**src/hdl/trap_consts.svh**
```systemverilog
`ifndef TRAP_CONSTS_SVH
`define TRAP_CONSTS_SVH

// Machine data width
`define TRAP_XLEN 32

// AXI4-Lite byte address width
// CSR number sits in bits 13:2
`define TRAP_AXI_ADDR_W 14

// Writable mstatus bits, MIE at 3 and MPIE at 7
`define TRAP_MSTATUS_MASK 32'h0000_0088

// Implemented machine interrupt enables
`define TRAP_MIE_MASK 32'h0000_0888

// Interrupt bit positions in mie and mip
`define TRAP_BIT_MSI 3
`define TRAP_BIT_MTI 7
`define TRAP_BIT_MEI 11

`endif

```
**src/hdl/csr_pkg.sv**
```systemverilog
`default_nettype none

package csr_pkg;

  // Implemented CSR numbers
  // Counters live in the read-only 0xC00 block
  typedef enum logic [11:0] {
    csr_mstatus  = 12'h300,
    csr_mie      = 12'h304,
    csr_mtvec    = 12'h305,
    csr_mscratch = 12'h340,
    csr_mepc     = 12'h341,
    csr_mcause   = 12'h342,
    csr_mtval    = 12'h343,
    csr_mip      = 12'h344,
    csr_cycle    = 12'hC00,
    csr_time     = 12'hC01,
    csr_instret  = 12'hC02,
    csr_cycleh   = 12'hC80,
    csr_timeh    = 12'hC81,
    csr_instreth = 12'hC82
  } csr_num_e;

  // One bit per direction
  typedef enum logic [1:0] {
    op_none  = 2'b00,
    op_read  = 2'b01,
    op_write = 2'b10
  } csr_op_e;

  // Bus port FSM
  typedef enum logic [1:0] {
    st_idle  = 2'd0,
    st_wresp = 2'd1,
    st_rresp = 2'd2
  } axil_state_e;

endpackage : csr_pkg

`default_nettype wire

```
**src/hdl/trap_pkg.sv**
```systemverilog
`default_nettype none

package trap_pkg;

  // Synchronous exception codes reported by the pipeline
  typedef enum logic [3:0] {
    exc_instr_misaligned = 4'd0,
    exc_illegal          = 4'd2,
    exc_breakpoint       = 4'd3,
    exc_load_misaligned  = 4'd4,
    exc_store_misaligned = 4'd6,
    exc_ecall_m          = 4'd11
  } exc_cause_e;

  // Machine interrupt codes, equal to their mip bit
  typedef enum logic [3:0] {
    irq_msi = 4'd3,
    irq_mti = 4'd7,
    irq_mei = 4'd11
  } irq_cause_e;

  // Event handed from the trap unit to the CSR file
  typedef enum logic [1:0] {
    ev_none      = 2'd0,
    ev_exception = 2'd1,
    ev_interrupt = 2'd2,
    ev_mret      = 2'd3
  } trap_event_e;

endpackage : trap_pkg

`default_nettype wire

```
**src/hdl/csr_axil_port.sv**
```systemverilog
`timescale 1ns/1ps
`default_nettype none
`include "trap_consts.svh"

module csr_axil_port (
  input  logic                        i_clk,
  input  logic                        i_rst,
  // Write address and data channels
  output logic                        o_awready,
  input  logic                        i_awvalid,
  input  logic [`TRAP_AXI_ADDR_W-1:0] i_awaddr,
  input  logic                        i_wvalid,
  input  logic [`TRAP_XLEN-1:0]       i_wdata,
  input  logic [`TRAP_XLEN/8-1:0]     i_wstrb,
  output logic                        o_wready,
  // Write response channel
  output logic                        o_bvalid,
  input  logic                        i_bready,
  output logic [1:0]                  o_bresp,
  // Read channels
  input  logic                        i_arvalid,
  input  logic [`TRAP_AXI_ADDR_W-1:0] i_araddr,
  output logic                        o_arready,
  output logic                        o_rvalid,
  input  logic                        i_rready,
  output logic [`TRAP_XLEN-1:0]       o_rdata,
  output logic [1:0]                  o_rresp,
  // Single-cycle CSR access
  output csr_pkg::csr_op_e            o_csr_op,
  output csr_pkg::csr_num_e           o_csr_num,
  output logic [`TRAP_XLEN-1:0]       o_csr_wdata,
  input  logic [`TRAP_XLEN-1:0]       i_csr_rdata,
  input  logic                        i_csr_err
);
  import csr_pkg::*;

  localparam logic [1:0] resp_okay   = 2'b00;
  localparam logic [1:0] resp_slverr = 2'b10;

  axil_state_e           state;
  logic                  wr_go;
  logic                  rd_go;
  logic [1:0]            resp_q;
  logic [`TRAP_XLEN-1:0] rdata_q;

  // Write needs both address and data in the same idle cycle
  assign wr_go = (state == st_idle) && i_awvalid && i_wvalid;
  // Read only when no write is ready
  assign rd_go = (state == st_idle) && i_arvalid && !wr_go;

  assign o_awready = wr_go;
  assign o_wready  = wr_go;
  assign o_arready = rd_go;

  always_comb begin
    if (wr_go) begin
      o_csr_op = op_write;
    end else if (rd_go) begin
      o_csr_op = op_read;
    end else begin
      o_csr_op = op_none;
    end
  end

  // Word address selects the CSR
  assign o_csr_num = csr_num_e'(wr_go ? i_awaddr[`TRAP_AXI_ADDR_W-1:2]
                                      : i_araddr[`TRAP_AXI_ADDR_W-1:2]);

  // Unstrobed bytes keep the current register value
  always_comb begin
    for (int b = 0; b < `TRAP_XLEN/8; b++) begin
      o_csr_wdata[8*b +: 8] = i_wstrb[b] ? i_wdata[8*b +: 8] : i_csr_rdata[8*b +: 8];
    end
  end

  always_ff @(posedge i_clk) begin
    if (i_rst) begin
      state <= st_idle;
    end else begin
      case (state)
        st_idle: begin
          if (wr_go) begin
            state <= st_wresp;
          end else if (rd_go) begin
            state <= st_rresp;
          end
        end
        // Response held until the master takes it
        st_wresp: if (i_bready) state <= st_idle;
        st_rresp: if (i_rready) state <= st_idle;
        default: state <= st_idle;
      endcase
    end
  end

  // Response captured at the access edge and stable until handshake
  always_ff @(posedge i_clk) begin
    if (wr_go || rd_go) begin
      resp_q <= i_csr_err ? resp_slverr : resp_okay;
    end
    if (rd_go) begin
      rdata_q <= i_csr_err ? '0 : i_csr_rdata;
    end
  end

  assign o_bvalid = (state == st_wresp);
  assign o_rvalid = (state == st_rresp);
  assign o_bresp  = resp_q;
  assign o_rresp  = resp_q;
  assign o_rdata  = rdata_q;

endmodule : csr_axil_port

`default_nettype wire

```
**src/hdl/csr_file.sv**
```systemverilog
`timescale 1ns/1ps
`default_nettype none
`include "trap_consts.svh"

module csr_file (
  input  logic                  i_clk,
  input  logic                  i_rst,
  // Bus access
  input  csr_pkg::csr_op_e      i_csr_op,
  input  csr_pkg::csr_num_e     i_csr_num,
  input  logic [`TRAP_XLEN-1:0] i_csr_wdata,
  output logic [`TRAP_XLEN-1:0] o_csr_rdata,
  output logic                  o_csr_err,
  // Trap entry and exit
  input  trap_pkg::trap_event_e i_trap_event,
  input  logic [`TRAP_XLEN-1:0] i_trap_cause,
  input  logic [`TRAP_XLEN-1:0] i_trap_epc,
  input  logic [`TRAP_XLEN-1:0] i_trap_tval,
  // Counter and interrupt sources
  input  logic                  i_retire,
  input  logic [63:0]           i_mtime,
  input  logic                  i_irq_sw,
  input  logic                  i_irq_timer,
  input  logic                  i_irq_ext,
  // State for the trap unit
  output logic                  o_mstatus_mie,
  output logic [`TRAP_XLEN-1:0] o_mie,
  output logic [`TRAP_XLEN-1:0] o_mip,
  output logic [`TRAP_XLEN-1:0] o_mtvec,
  output logic [`TRAP_XLEN-1:0] o_mepc
);
  import csr_pkg::*;
  import trap_pkg::*;

  localparam int xlen     = `TRAP_XLEN;
  localparam int mie_pos  = 3;
  localparam int mpie_pos = 7;

  logic [xlen-1:0] mstatus;
  logic [xlen-1:0] mie;
  logic [xlen-1:0] mip;
  logic [xlen-1:0] mtvec;
  logic [xlen-1:0] mscratch;
  logic [xlen-1:0] mepc;
  logic [xlen-1:0] mcause;
  logic [xlen-1:0] mtval;
  logic [63:0]     cycle;
  logic [63:0]     instret;
  logic [xlen-1:0] irq_vec;
  logic            implemented;
  logic            read_only;
  logic            wr_en;

  // Interrupt lines placed at their mip positions
  always_comb begin
    irq_vec = '0;
    irq_vec[`TRAP_BIT_MSI] = i_irq_sw;
    irq_vec[`TRAP_BIT_MTI] = i_irq_timer;
    irq_vec[`TRAP_BIT_MEI] = i_irq_ext;
  end

  // Read mux returns zero for unknown numbers
  always_comb begin
    o_csr_rdata = '0;
    implemented = 1'b1;
    case (i_csr_num)
      csr_mstatus:  o_csr_rdata = mstatus;
      csr_mie:      o_csr_rdata = mie;
      csr_mtvec:    o_csr_rdata = mtvec;
      csr_mscratch: o_csr_rdata = mscratch;
      csr_mepc:     o_csr_rdata = mepc;
      csr_mcause:   o_csr_rdata = mcause;
      csr_mtval:    o_csr_rdata = mtval;
      csr_mip:      o_csr_rdata = mip;
      csr_cycle:    o_csr_rdata = cycle[31:0];
      csr_time:     o_csr_rdata = i_mtime[31:0];
      csr_instret:  o_csr_rdata = instret[31:0];
      csr_cycleh:   o_csr_rdata = cycle[63:32];
      csr_timeh:    o_csr_rdata = i_mtime[63:32];
      csr_instreth: o_csr_rdata = instret[63:32];
      default:      implemented = 1'b0;
    endcase
  end

  // mip and the 0xC00 block are read-only
  assign read_only = (i_csr_num == csr_mip) || (i_csr_num[11:10] == 2'b11);
  assign o_csr_err = !implemented || (read_only && (i_csr_op == op_write));
  assign wr_en     = (i_csr_op == op_write) && !o_csr_err;

  always_ff @(posedge i_clk) begin
    if (i_rst) begin
      mstatus  <= '0;
      mie      <= '0;
      mip      <= '0;
      mtvec    <= '0;
      mscratch <= '0;
      mepc     <= '0;
      mcause   <= '0;
      mtval    <= '0;
      cycle    <= '0;
      instret  <= '0;
    end else begin
      // One cycle of sampling delay on the lines
      mip   <= irq_vec;
      cycle <= cycle + 64'd1;
      if (i_retire) begin
        instret <= instret + 64'd1;
      end
      if (wr_en) begin
        case (i_csr_num)
          csr_mstatus:  mstatus <= i_csr_wdata & `TRAP_MSTATUS_MASK;
          csr_mie:      mie <= i_csr_wdata & `TRAP_MIE_MASK;
          // Modes 0 and 1 only
          csr_mtvec:    mtvec <= {i_csr_wdata[xlen-1:2], 1'b0, i_csr_wdata[0]};
          csr_mscratch: mscratch <= i_csr_wdata;
          csr_mepc:     mepc <= {i_csr_wdata[xlen-1:1], 1'b0};
          csr_mcause:   mcause <= i_csr_wdata;
          csr_mtval:    mtval <= i_csr_wdata;
          default:      ;
        endcase
      end
      // Trap updates come last and override a same-cycle bus write
      if ((i_trap_event == ev_exception) || (i_trap_event == ev_interrupt)) begin
        mepc              <= {i_trap_epc[xlen-1:1], 1'b0};
        mcause            <= i_trap_cause;
        mtval             <= i_trap_tval;
        mstatus[mpie_pos] <= mstatus[mie_pos];
        mstatus[mie_pos]  <= 1'b0;
      end else if (i_trap_event == ev_mret) begin
        mstatus[mie_pos]  <= mstatus[mpie_pos];
        mstatus[mpie_pos] <= 1'b1;
      end
    end
  end

  assign o_mstatus_mie = mstatus[mie_pos];
  assign o_mie         = mie;
  assign o_mip         = mip;
  assign o_mtvec       = mtvec;
  assign o_mepc        = mepc;

  // Port parks in a response state after every access
  a_no_back_to_back: assert property (@(posedge i_clk) disable iff (i_rst)
    (i_csr_op != op_none) |=> (i_csr_op == op_none));

endmodule : csr_file

`default_nettype wire

```
**src/hdl/trap_unit.sv**
```systemverilog
`timescale 1ns/1ps
`default_nettype none
`include "trap_consts.svh"

module trap_unit (
  input  logic                  i_clk,
  input  logic                  i_rst,
  // Pipeline events
  input  logic                  i_exc_valid,
  input  trap_pkg::exc_cause_e  i_exc_cause,
  input  logic [`TRAP_XLEN-1:0] i_exc_tval,
  input  logic [`TRAP_XLEN-1:0] i_trap_pc,
  input  logic                  i_mret,
  input  logic                  i_wfi,
  // CSR state
  input  logic                  i_mstatus_mie,
  input  logic [`TRAP_XLEN-1:0] i_mie,
  input  logic [`TRAP_XLEN-1:0] i_mip,
  input  logic [`TRAP_XLEN-1:0] i_mtvec,
  input  logic [`TRAP_XLEN-1:0] i_mepc,
  // To the CSR file
  output trap_pkg::trap_event_e o_trap_event,
  output logic [`TRAP_XLEN-1:0] o_trap_cause,
  output logic [`TRAP_XLEN-1:0] o_trap_epc,
  output logic [`TRAP_XLEN-1:0] o_trap_tval,
  // To the pipeline
  output logic                  o_redirect_valid,
  output logic [`TRAP_XLEN-1:0] o_redirect_pc,
  output logic                  o_wfi_stall
);
  import trap_pkg::*;

  localparam int xlen = `TRAP_XLEN;

  logic [xlen-1:0] pending;
  logic            irq_take;
  irq_cause_e      irq_cause;
  logic [xlen-1:0] base;
  logic [xlen-1:0] target;

  // Pending and enabled, implemented lines only
  assign pending = i_mie & i_mip & `TRAP_MIE_MASK;

  // No interrupt while a redirect is in flight
  // Reported PC then belongs to a flushed instruction
  assign irq_take = i_mstatus_mie && (|pending) && !o_redirect_valid;

  // MEI over MSI over MTI
  always_comb begin
    if (pending[`TRAP_BIT_MEI]) begin
      irq_cause = irq_mei;
    end else if (pending[`TRAP_BIT_MSI]) begin
      irq_cause = irq_msi;
    end else begin
      irq_cause = irq_mti;
    end
  end

  assign base = {i_mtvec[xlen-1:2], 2'b00};

  // Exception over MRET over interrupt
  always_comb begin
    o_trap_event = ev_none;
    o_trap_cause = '0;
    o_trap_tval  = '0;
    target       = base;
    if (i_exc_valid) begin
      o_trap_event = ev_exception;
      o_trap_cause = {{(xlen-4){1'b0}}, i_exc_cause};
      o_trap_tval  = i_exc_tval;
    end else if (i_mret) begin
      o_trap_event = ev_mret;
      target       = i_mepc;
    end else if (irq_take) begin
      o_trap_event = ev_interrupt;
      o_trap_cause = {1'b1, {(xlen-5){1'b0}}, irq_cause};
      // Vectored mode jumps to base + 4 * cause
      if (i_mtvec[0]) begin
        target = base + {{(xlen-6){1'b0}}, irq_cause, 2'b00};
      end
    end
  end

  assign o_trap_epc = i_trap_pc;

  always_ff @(posedge i_clk) begin
    if (i_rst) begin
      o_redirect_valid <= 1'b0;
    end else begin
      o_redirect_valid <= (o_trap_event != ev_none);
    end
  end

  always_ff @(posedge i_clk) begin
    o_redirect_pc <= target;
  end

  // Stall until any enabled interrupt is pending, regardless of MIE
  assign o_wfi_stall = i_wfi && !(|(i_mip & i_mie));

  // Pipeline flushes on redirect, so events arrive as single pulses
  a_redirect_pulse: assert property (@(posedge i_clk) disable iff (i_rst)
    o_redirect_valid |=> !o_redirect_valid);

endmodule : trap_unit

`default_nettype wire

```
**src/hdl/trap_ctrl_top.sv**
```systemverilog
`timescale 1ns/1ps
`default_nettype none
`include "trap_consts.svh"

module trap_ctrl_top (
  input  logic                        i_clk,
  input  logic                        i_rst,
  // AXI4-Lite slave
  output logic                        o_awready,
  input  logic                        i_awvalid,
  input  logic [`TRAP_AXI_ADDR_W-1:0] i_awaddr,
  input  logic                        i_wvalid,
  input  logic [`TRAP_XLEN-1:0]       i_wdata,
  input  logic [`TRAP_XLEN/8-1:0]     i_wstrb,
  output logic                        o_wready,
  output logic                        o_bvalid,
  input  logic                        i_bready,
  output logic [1:0]                  o_bresp,
  input  logic                        i_arvalid,
  input  logic [`TRAP_AXI_ADDR_W-1:0] i_araddr,
  output logic                        o_arready,
  output logic                        o_rvalid,
  input  logic                        i_rready,
  output logic [`TRAP_XLEN-1:0]       o_rdata,
  output logic [1:0]                  o_rresp,
  // Pipeline events
  input  logic                        i_exc_valid,
  input  trap_pkg::exc_cause_e        i_exc_cause,
  input  logic [`TRAP_XLEN-1:0]       i_exc_tval,
  input  logic [`TRAP_XLEN-1:0]       i_trap_pc,
  input  logic                        i_mret,
  input  logic                        i_wfi,
  input  logic                        i_retire,
  // Interrupt lines and timer
  input  logic                        i_irq_sw,
  input  logic                        i_irq_timer,
  input  logic                        i_irq_ext,
  input  logic [63:0]                 i_mtime,
  // PC control
  output logic                        o_redirect_valid,
  output logic [`TRAP_XLEN-1:0]       o_redirect_pc,
  output logic                        o_wfi_stall
);
  import csr_pkg::*;
  import trap_pkg::*;

  // Port to CSR file
  csr_op_e               csr_op;
  csr_num_e              csr_num;
  logic [`TRAP_XLEN-1:0] csr_wdata;
  logic [`TRAP_XLEN-1:0] csr_rdata;
  logic                  csr_err;
  // Trap unit to CSR file
  trap_event_e           trap_event;
  logic [`TRAP_XLEN-1:0] trap_cause;
  logic [`TRAP_XLEN-1:0] trap_epc;
  logic [`TRAP_XLEN-1:0] trap_tval;
  // CSR file to trap unit
  logic                  mstatus_mie;
  logic [`TRAP_XLEN-1:0] mie;
  logic [`TRAP_XLEN-1:0] mip;
  logic [`TRAP_XLEN-1:0] mtvec;
  logic [`TRAP_XLEN-1:0] mepc;

  csr_axil_port csr_axil_port_inst (
    .i_clk,
    .i_rst,
    .o_awready,
    .i_awvalid,
    .i_awaddr,
    .i_wvalid,
    .i_wdata,
    .i_wstrb,
    .o_wready,
    .o_bvalid,
    .i_bready,
    .o_bresp,
    .i_arvalid,
    .i_araddr,
    .o_arready,
    .o_rvalid,
    .i_rready,
    .o_rdata,
    .o_rresp,
    .o_csr_op(csr_op),
    .o_csr_num(csr_num),
    .o_csr_wdata(csr_wdata),
    .i_csr_rdata(csr_rdata),
    .i_csr_err(csr_err)
  );

  csr_file csr_file_inst (
    .i_clk,
    .i_rst,
    .i_csr_op(csr_op),
    .i_csr_num(csr_num),
    .i_csr_wdata(csr_wdata),
    .o_csr_rdata(csr_rdata),
    .o_csr_err(csr_err),
    .i_trap_event(trap_event),
    .i_trap_cause(trap_cause),
    .i_trap_epc(trap_epc),
    .i_trap_tval(trap_tval),
    .i_retire,
    .i_mtime,
    .i_irq_sw,
    .i_irq_timer,
    .i_irq_ext,
    .o_mstatus_mie(mstatus_mie),
    .o_mie(mie),
    .o_mip(mip),
    .o_mtvec(mtvec),
    .o_mepc(mepc)
  );

  trap_unit trap_unit_inst (
    .i_clk,
    .i_rst,
    .i_exc_valid,
    .i_exc_cause,
    .i_exc_tval,
    .i_trap_pc,
    .i_mret,
    .i_wfi,
    .i_mstatus_mie(mstatus_mie),
    .i_mie(mie),
    .i_mip(mip),
    .i_mtvec(mtvec),
    .i_mepc(mepc),
    .o_trap_event(trap_event),
    .o_trap_cause(trap_cause),
    .o_trap_epc(trap_epc),
    .o_trap_tval(trap_tval),
    .o_redirect_valid,
    .o_redirect_pc,
    .o_wfi_stall
  );

endmodule : trap_ctrl_top

`default_nettype wire

```
**config.mk**
```make
export PLATFORM = sky130hd
export DESIGN_NAME = trap_ctrl_top
export DESIGN_NICKNAME = d
export VERILOG_FILES = /design/src/hdl/csr_pkg.sv /design/src/hdl/trap_pkg.sv /design/src/hdl/csr_axil_port.sv /design/src/hdl/csr_file.sv /design/src/hdl/trap_unit.sv /design/src/hdl/trap_ctrl_top.sv
export VERILOG_INCLUDE_DIRS = /design/src /design/src/hdl
export SDC_FILE = /design/constraint.sdc
export NUM_CORES = 1
export LEC_CHECK = 0
export BUFFER_PORTS_ARGS = -buffer_cell sky130_fd_sc_hd__buf_4
export CAP_MARGIN = 5
export CELL_PAD_IN_SITES_DETAIL_PLACEMENT = 0
export CELL_PAD_IN_SITES_GLOBAL_PLACEMENT = 1
export CORE_ASPECT_RATIO = 1.25
export CORE_MARGIN = 4
export CORE_UTILIZATION = 44
export CTS_CLUSTER_SIZE = 28
export DETAILED_ROUTE_END_ITERATION = 8
export PLACE_DENSITY = 0.89
export SYNTH_ARGS = -nofsm -noshare
export SYNTH_HDL_FRONTEND = slang
export SYNTH_HIERARCHICAL = 1
export SYNTH_SLANG_ARGS = --single-unit
```
**constraint.sdc**
```tcl
create_clock -name i_clk -period 6.2 [get_ports i_clk]
set_input_delay 0.62 -clock i_clk [delete_from_list [all_inputs] [get_ports i_clk]]
set_output_delay 0.62 -clock i_clk [all_outputs]
set_load 0.005 [all_outputs]
```
==> results.cfg, run 1 <==
[run]
cap_violations = 0

[final_layout]
n_antenna_cell = 0
final_cell_mix = 367 x nand2_1, 329 x dfxtp_1, 319 x buf_4, 180 x nor2_1, 150 x a21oi_1
regArea_mm2 = 0.00758
drive_above_1_share_pct = 18.6
stdcell_area_mm2 = 0.0239
final.fill_count = 4458
fin_nets = 2885
multiInputGateArea_mm2 = 0.0115
final_common_cell = nand2_1
area_growth_pct = 15.6

[critical_path]
cp.buffers_inverters = 1
cp_common_cell = mux2_2
cp-end-kind = register
crit_path_top_delay_cell = nor4_4
worstPathCellList = nor3_4, buf_4, mux2_2, or4b_2, nor4_4, a22oi_1, o211ai_1, mux2_2, a31oi_1, a221oi_1
crit_fanout = 27
critPathTopFamily = simple AND/OR/NAND/NOR gates
required_ns = 6.65
arrival_ns = 5.48
cpPeakStageDelay_ns = 0.97
cp-start-kind = register
crit_type = reg2reg

[pwr]
internal_power_w = 0.00417
clkPwrFrac_pct = 43.5
sw_frac_of_total_pct = 26.1
peakVddDrop_uv = 153
cellLeakagePower_nw = 8.64
p_switching_w = 0.00147
total_power_w = 0.00564
pwr-share-comb_pct = 11.8
seqPwrFrac_pct = 44.7
power_density_mw_per_mm2 = 236

[timing]
hold_viol_final = 0
finClkSkew_ns = 0.0114
holdWs_ns = 0.300
rsz0062_at_grt = false
setup_violations = 0
tns_ns = 0
fmax_mhz = 199
timing.final.crit_share_pct = 81.1
drv_slew = 0
tightest_slew_ns = 1.23
relSlewSlack_pct = 18.3
period_needed_ns = 5.03

[floorplan]
boundaryPins = 285
core-area_mm2 = 0.0464
die_x_um = 202
die_h_um = 250
start_util_pct = 44.6
rows = 88
design.die.area_mm2 = 0.0505

[global_routing]
grt_usage_pct = 30.8
grt_max_degree = 186
grt_pass1_vias = 19300
grt_pass1_wl_um = 121000
antenna_found_initial = 0
overflow = 0

[routing]
drt_iter0_markers = 2692
drtAntennaViolNets = 0
wl_um = 82600
num_vias = 20600
drtPass1Iterations = 6
drc = 0
viasPerCell = 6.18
wl_per_cell_um = 24.8

[place]
portBuffers = 277
hpwl_um = 61100
place_area_mm2 = 0.0225
routabilityCongestion = 1.04

[synthesis]
syn_area_mm2 = 0.0207
avgSynthCellArea_um2 = 8.17
syn_inst = 2528
yosysWarningCount = 6

[cts]
cts.reportedPaths.clkPinSlew_ns = 0.06
cts_max_level = 2
cts_tree = yes
cts.sinks = 362
cts_hold_buf = 0
clock_path_buffers = 3
post_cts_buffers = 0
numCtsBuffers = 41
cts_root_buffer = clkbuf_16
clk_latency_ns = 0.56
cts.repair.resized = 0

[outcome]
status = complete, no violations

[hold_path]
hold_path_class = in2reg
==> power groups by stage <==
stage | sequential, W | combinational, W | clock (W)
finish | 0.00252 | 0.000665 | 0.00245
global route | 0.00252 | 0.000707 | 0.00257
CTS | 0.00252 | 0.000653 | 0.00248
detailed placement | 0.00257 | 0.000649 | 0
global placement | 0.00256 | 0.000638 | 0
floorplan | 0.00254 | 0.000420 | 0
==> worst reg2reg max path, stage by stage (launching register included) <==
cell and delay (ns):
dfxtp_1 0.38, nor3_4 0.56, buf_4 0.29, mux2_2 0.65
or4b_2 0.89, nor4_4 0.97, a22oi_1 0.16, o211ai_1 0.29
mux2_2 0.33, a31oi_1 0.11, a221oi_1 0.30
==> flip-flops by register name (all words and copies together) (netlist names) <==
name / count
csr_file_inst/mscratch: 32
csr_file_inst/mcause: 32
csr_file_inst/mstatus: 2
trap_unit_inst/o_redirect_pc: 32
csr_file_inst/o_mtvec: 31
csr_axil_port_inst/o_rdata: 32
csr_axil_port_inst/o_bresp: 1
trap_unit_inst/o_redirect_valid: 1
csr_file_inst/cycle: 64
csr_axil_port_inst/state: 2
csr_file_inst/o_mip: 3
csr_file_inst/instret: 64
csr_file_inst/mtval: 32
csr_file_inst/o_mepc: 31
csr_file_inst/o_mie: 3
==> through the flow <==
stage                     utilization [%]  std cells  setup WS, ns
after CTS                            51.5       3330          1.29
after global placement               48.6       3255          1.12
after floorplan                         -       2613          1.37
after detailed placement             48.6       3255         0.933
final                                51.5       3330          1.17
after global routing                 51.5       3330          1.08
==> path summary, 6_finish.rpt <==
path              cells after the start  slack, ns                    endpoint                        start
setup / recovery                     10       1.17    csr_file_inst/o_mepc[15]  csr_axil_port_inst/state[1]
hold / removal                        2       0.30      csr_file_inst/o_mip[3]                     i_irq_sw
setup reg to reg                     10       1.17    csr_file_inst/o_mepc[15]  csr_axil_port_inst/state[1]
hold reg to reg                       2       0.45  csr_file_inst/mscratch[23]   csr_file_inst/mscratch[23]
==> final cells by class <==
type	count	area share (%)
clock buffers	63	5.11
repair buffers	322	10.3
well taps	630	3.30
flip-flops and latches	362	31.7
multi-input cells	1871	48.0
clock inverters	12	0.482
inverters	70	1.11
==> metal layers <==
metal / GRT usage (%) / vias up / part of all wire, %
met3: 4.93 / 203 / 10
li1: - / 9314 / -
met1: 40.5 / 9794 / 39
met4: 14.1 / 0 / 5.1
met5: 0 / - / 0
met2: 49.7 / 1261 / 46
(Power assumes the default switching activity.)
==> run 2, diff against run 1 <==
- clock period: 6.2 -> 5.2 ns (I/O delays scaled with it)
==> results.cfg, run 2 (synthesized netlist as in run 1, its figures left out) <==
[cts]
cts.reportedPaths.clkPinSlew_ns = 0.06
cts_root_buffer = clkbuf_16
cts_hold_buf = 0
numCtsBuffers = 41
clock_path_buffers = 3
clk_latency_ns = 0.56
cts_tree = yes
cts.sinks = 362
cts_max_level = 2
post_cts_buffers = 0
cts.repair.resized = 0

[timing]
fin_ws_ns = 0.983
timing.final.crit_share_pct = 81.1
period_needed_ns = 4.22
fmax_mhz = 237
hold_viol_final = 0
drv_slew = 0
tightest_slew_ns = 1.24
relSlewSlack_pct = 17.6
tns_ns = 0
rsz0062_at_grt = false
finClkSkew_ns = 0.00983
setup_violations = 0

[place]
place_ws_ns = 0.803
routabilityCongestion = 1.03
portBuffers = 277
hpwl_um = 61800
place_area_mm2 = 0.0227

[floorplan]
die_x_um = 202
boundaryPins = 285
core-area_mm2 = 0.0464
rows = 88
die_h_um = 250
start_util_pct = 44.6
design.die.area_mm2 = 0.0505

[critical_path]
crit_type = reg2reg
crit_fanout = 22
arrival_ns = 4.66
required_ns = 5.64
cp-start-kind = register
reg2reg_slack_ns = 0.98
cp-end-kind = register

[final_layout]
final.fill_count = 4368
area_growth_pct = 16.4
largestRegisters = csr_file_inst/cycle (64), csr_file_inst/instret (64)
final_common_cell = nand2_1
final_cell_mix = 367 x nand2_1, 341 x buf_4, 329 x dfxtp_1, 180 x nor2_1, 150 x a21oi_1
stdcell_area_mm2 = 0.0241
regArea_mm2 = 0.00758
n_antenna_cell = 0
drive_above_1_share_pct = 19.3
multiInputGateArea_mm2 = 0.0115
final_core_util_pct = 51.9
fin_nets = 2907

[pwr]
clkPwrFrac_pct = 43.6
p_switching_w = 0.00178
sw_frac_of_total_pct = 26.4
pwr-share-comb_pct = 11.9
peakVddDrop_uv = 198
internal_power_w = 0.00496
total_power_w = 0.00674
seqPwrFrac_pct = 44.6
cellLeakagePower_nw = 8.76
power_density_mw_per_mm2 = 280

[routing]
drtPass1Iterations = 8
drt_iter0_markers = 2473
drtAntennaViolNets = 0
drc = 0
wl_per_cell_um = 24.8
viasPerCell = 6.15
num_vias = 20600
wl_um = 83100

[global_routing]
grt_max_degree = 232
grt_pass1_wl_um = 123000
grt_usage_pct = 31.2
antenna_found_initial = 0
overflow = 0
grt_pass1_vias = 19600

[hold_path]
hold_path_class = in2reg

[run]
cap_violations = 0

[outcome]
status = complete, no violations
run 2: final cells by class:
type,count,share of cell area (%)
Multi-Input combinational cell,1871,47.7
Tap cell,630,3.28
Clock buffer,57,4.77
Clock inverter,17,0.806
Timing Repair Buffer,344,10.9
Inverter,70,1.10
Sequential cell,362,31.5
run 2: worst paths after layout:
kind                                to  cells past startpoint                   startpoint
max           csr_file_inst/mstatus[7]                     15  csr_axil_port_inst/state[1]
min             csr_file_inst/o_mip[7]                      2                  i_irq_timer
max reg2reg   csr_file_inst/mstatus[7]                     15  csr_axil_port_inst/state[1]
min reg2reg  csr_file_inst/mscratch[5]                      2    csr_file_inst/mscratch[5]
run 2: power by group through the flow:
stage / Clock, W / Combinational [W] / Sequential, W
6_report: 0.00294 / 0.000799 / 0.00300
4_1_cts: 0.00297 / 0.000784 / 0.00300
5_1_grt: 0.00308 / 0.000852 / 0.00301
3_5_place_dp: 0 / 0.000780 / 0.00306
2_1_floorplan: 0 / 0.000501 / 0.00303
3_3_place_gp: 0 / 0.000769 / 0.00306
run 2: routing by layer:
metal	track usage [%]	up-vias	share of wire, %
met5	0	-	0
met4	12.9	0	4.8
met3	4.31	176	9.2
met2	50.9	1154	46
met1	41.6	9919	40
li1	-	9357	-
run 2: critical path: stages (launching register included):
cell and delay (ns):
dfxtp_1 0.38, nor3_4 0.22, buf_4 0.32, mux2_2 0.61, nor4b_2 0.27, buf_4 0.21, nand3_1 0.25, o22ai_1 0.16
a221oi_1 0.24, o2111ai_1 0.19, mux2_2 0.36, nor2_1 0.16, a221oi_1 0.11, o211ai_1 0.11, o21ai_0 0.09, or3_1 0.38
run 2: stage by stage:
step / hold slack, ns / std cells
floorplan: 0.433 / 2613
global placement: 0.438 / 3277
detailed placement: 0.446 / 3277
CTS: 0.177 / 3351
global route: 0.176 / 3351
finish: 0.186 / 3351
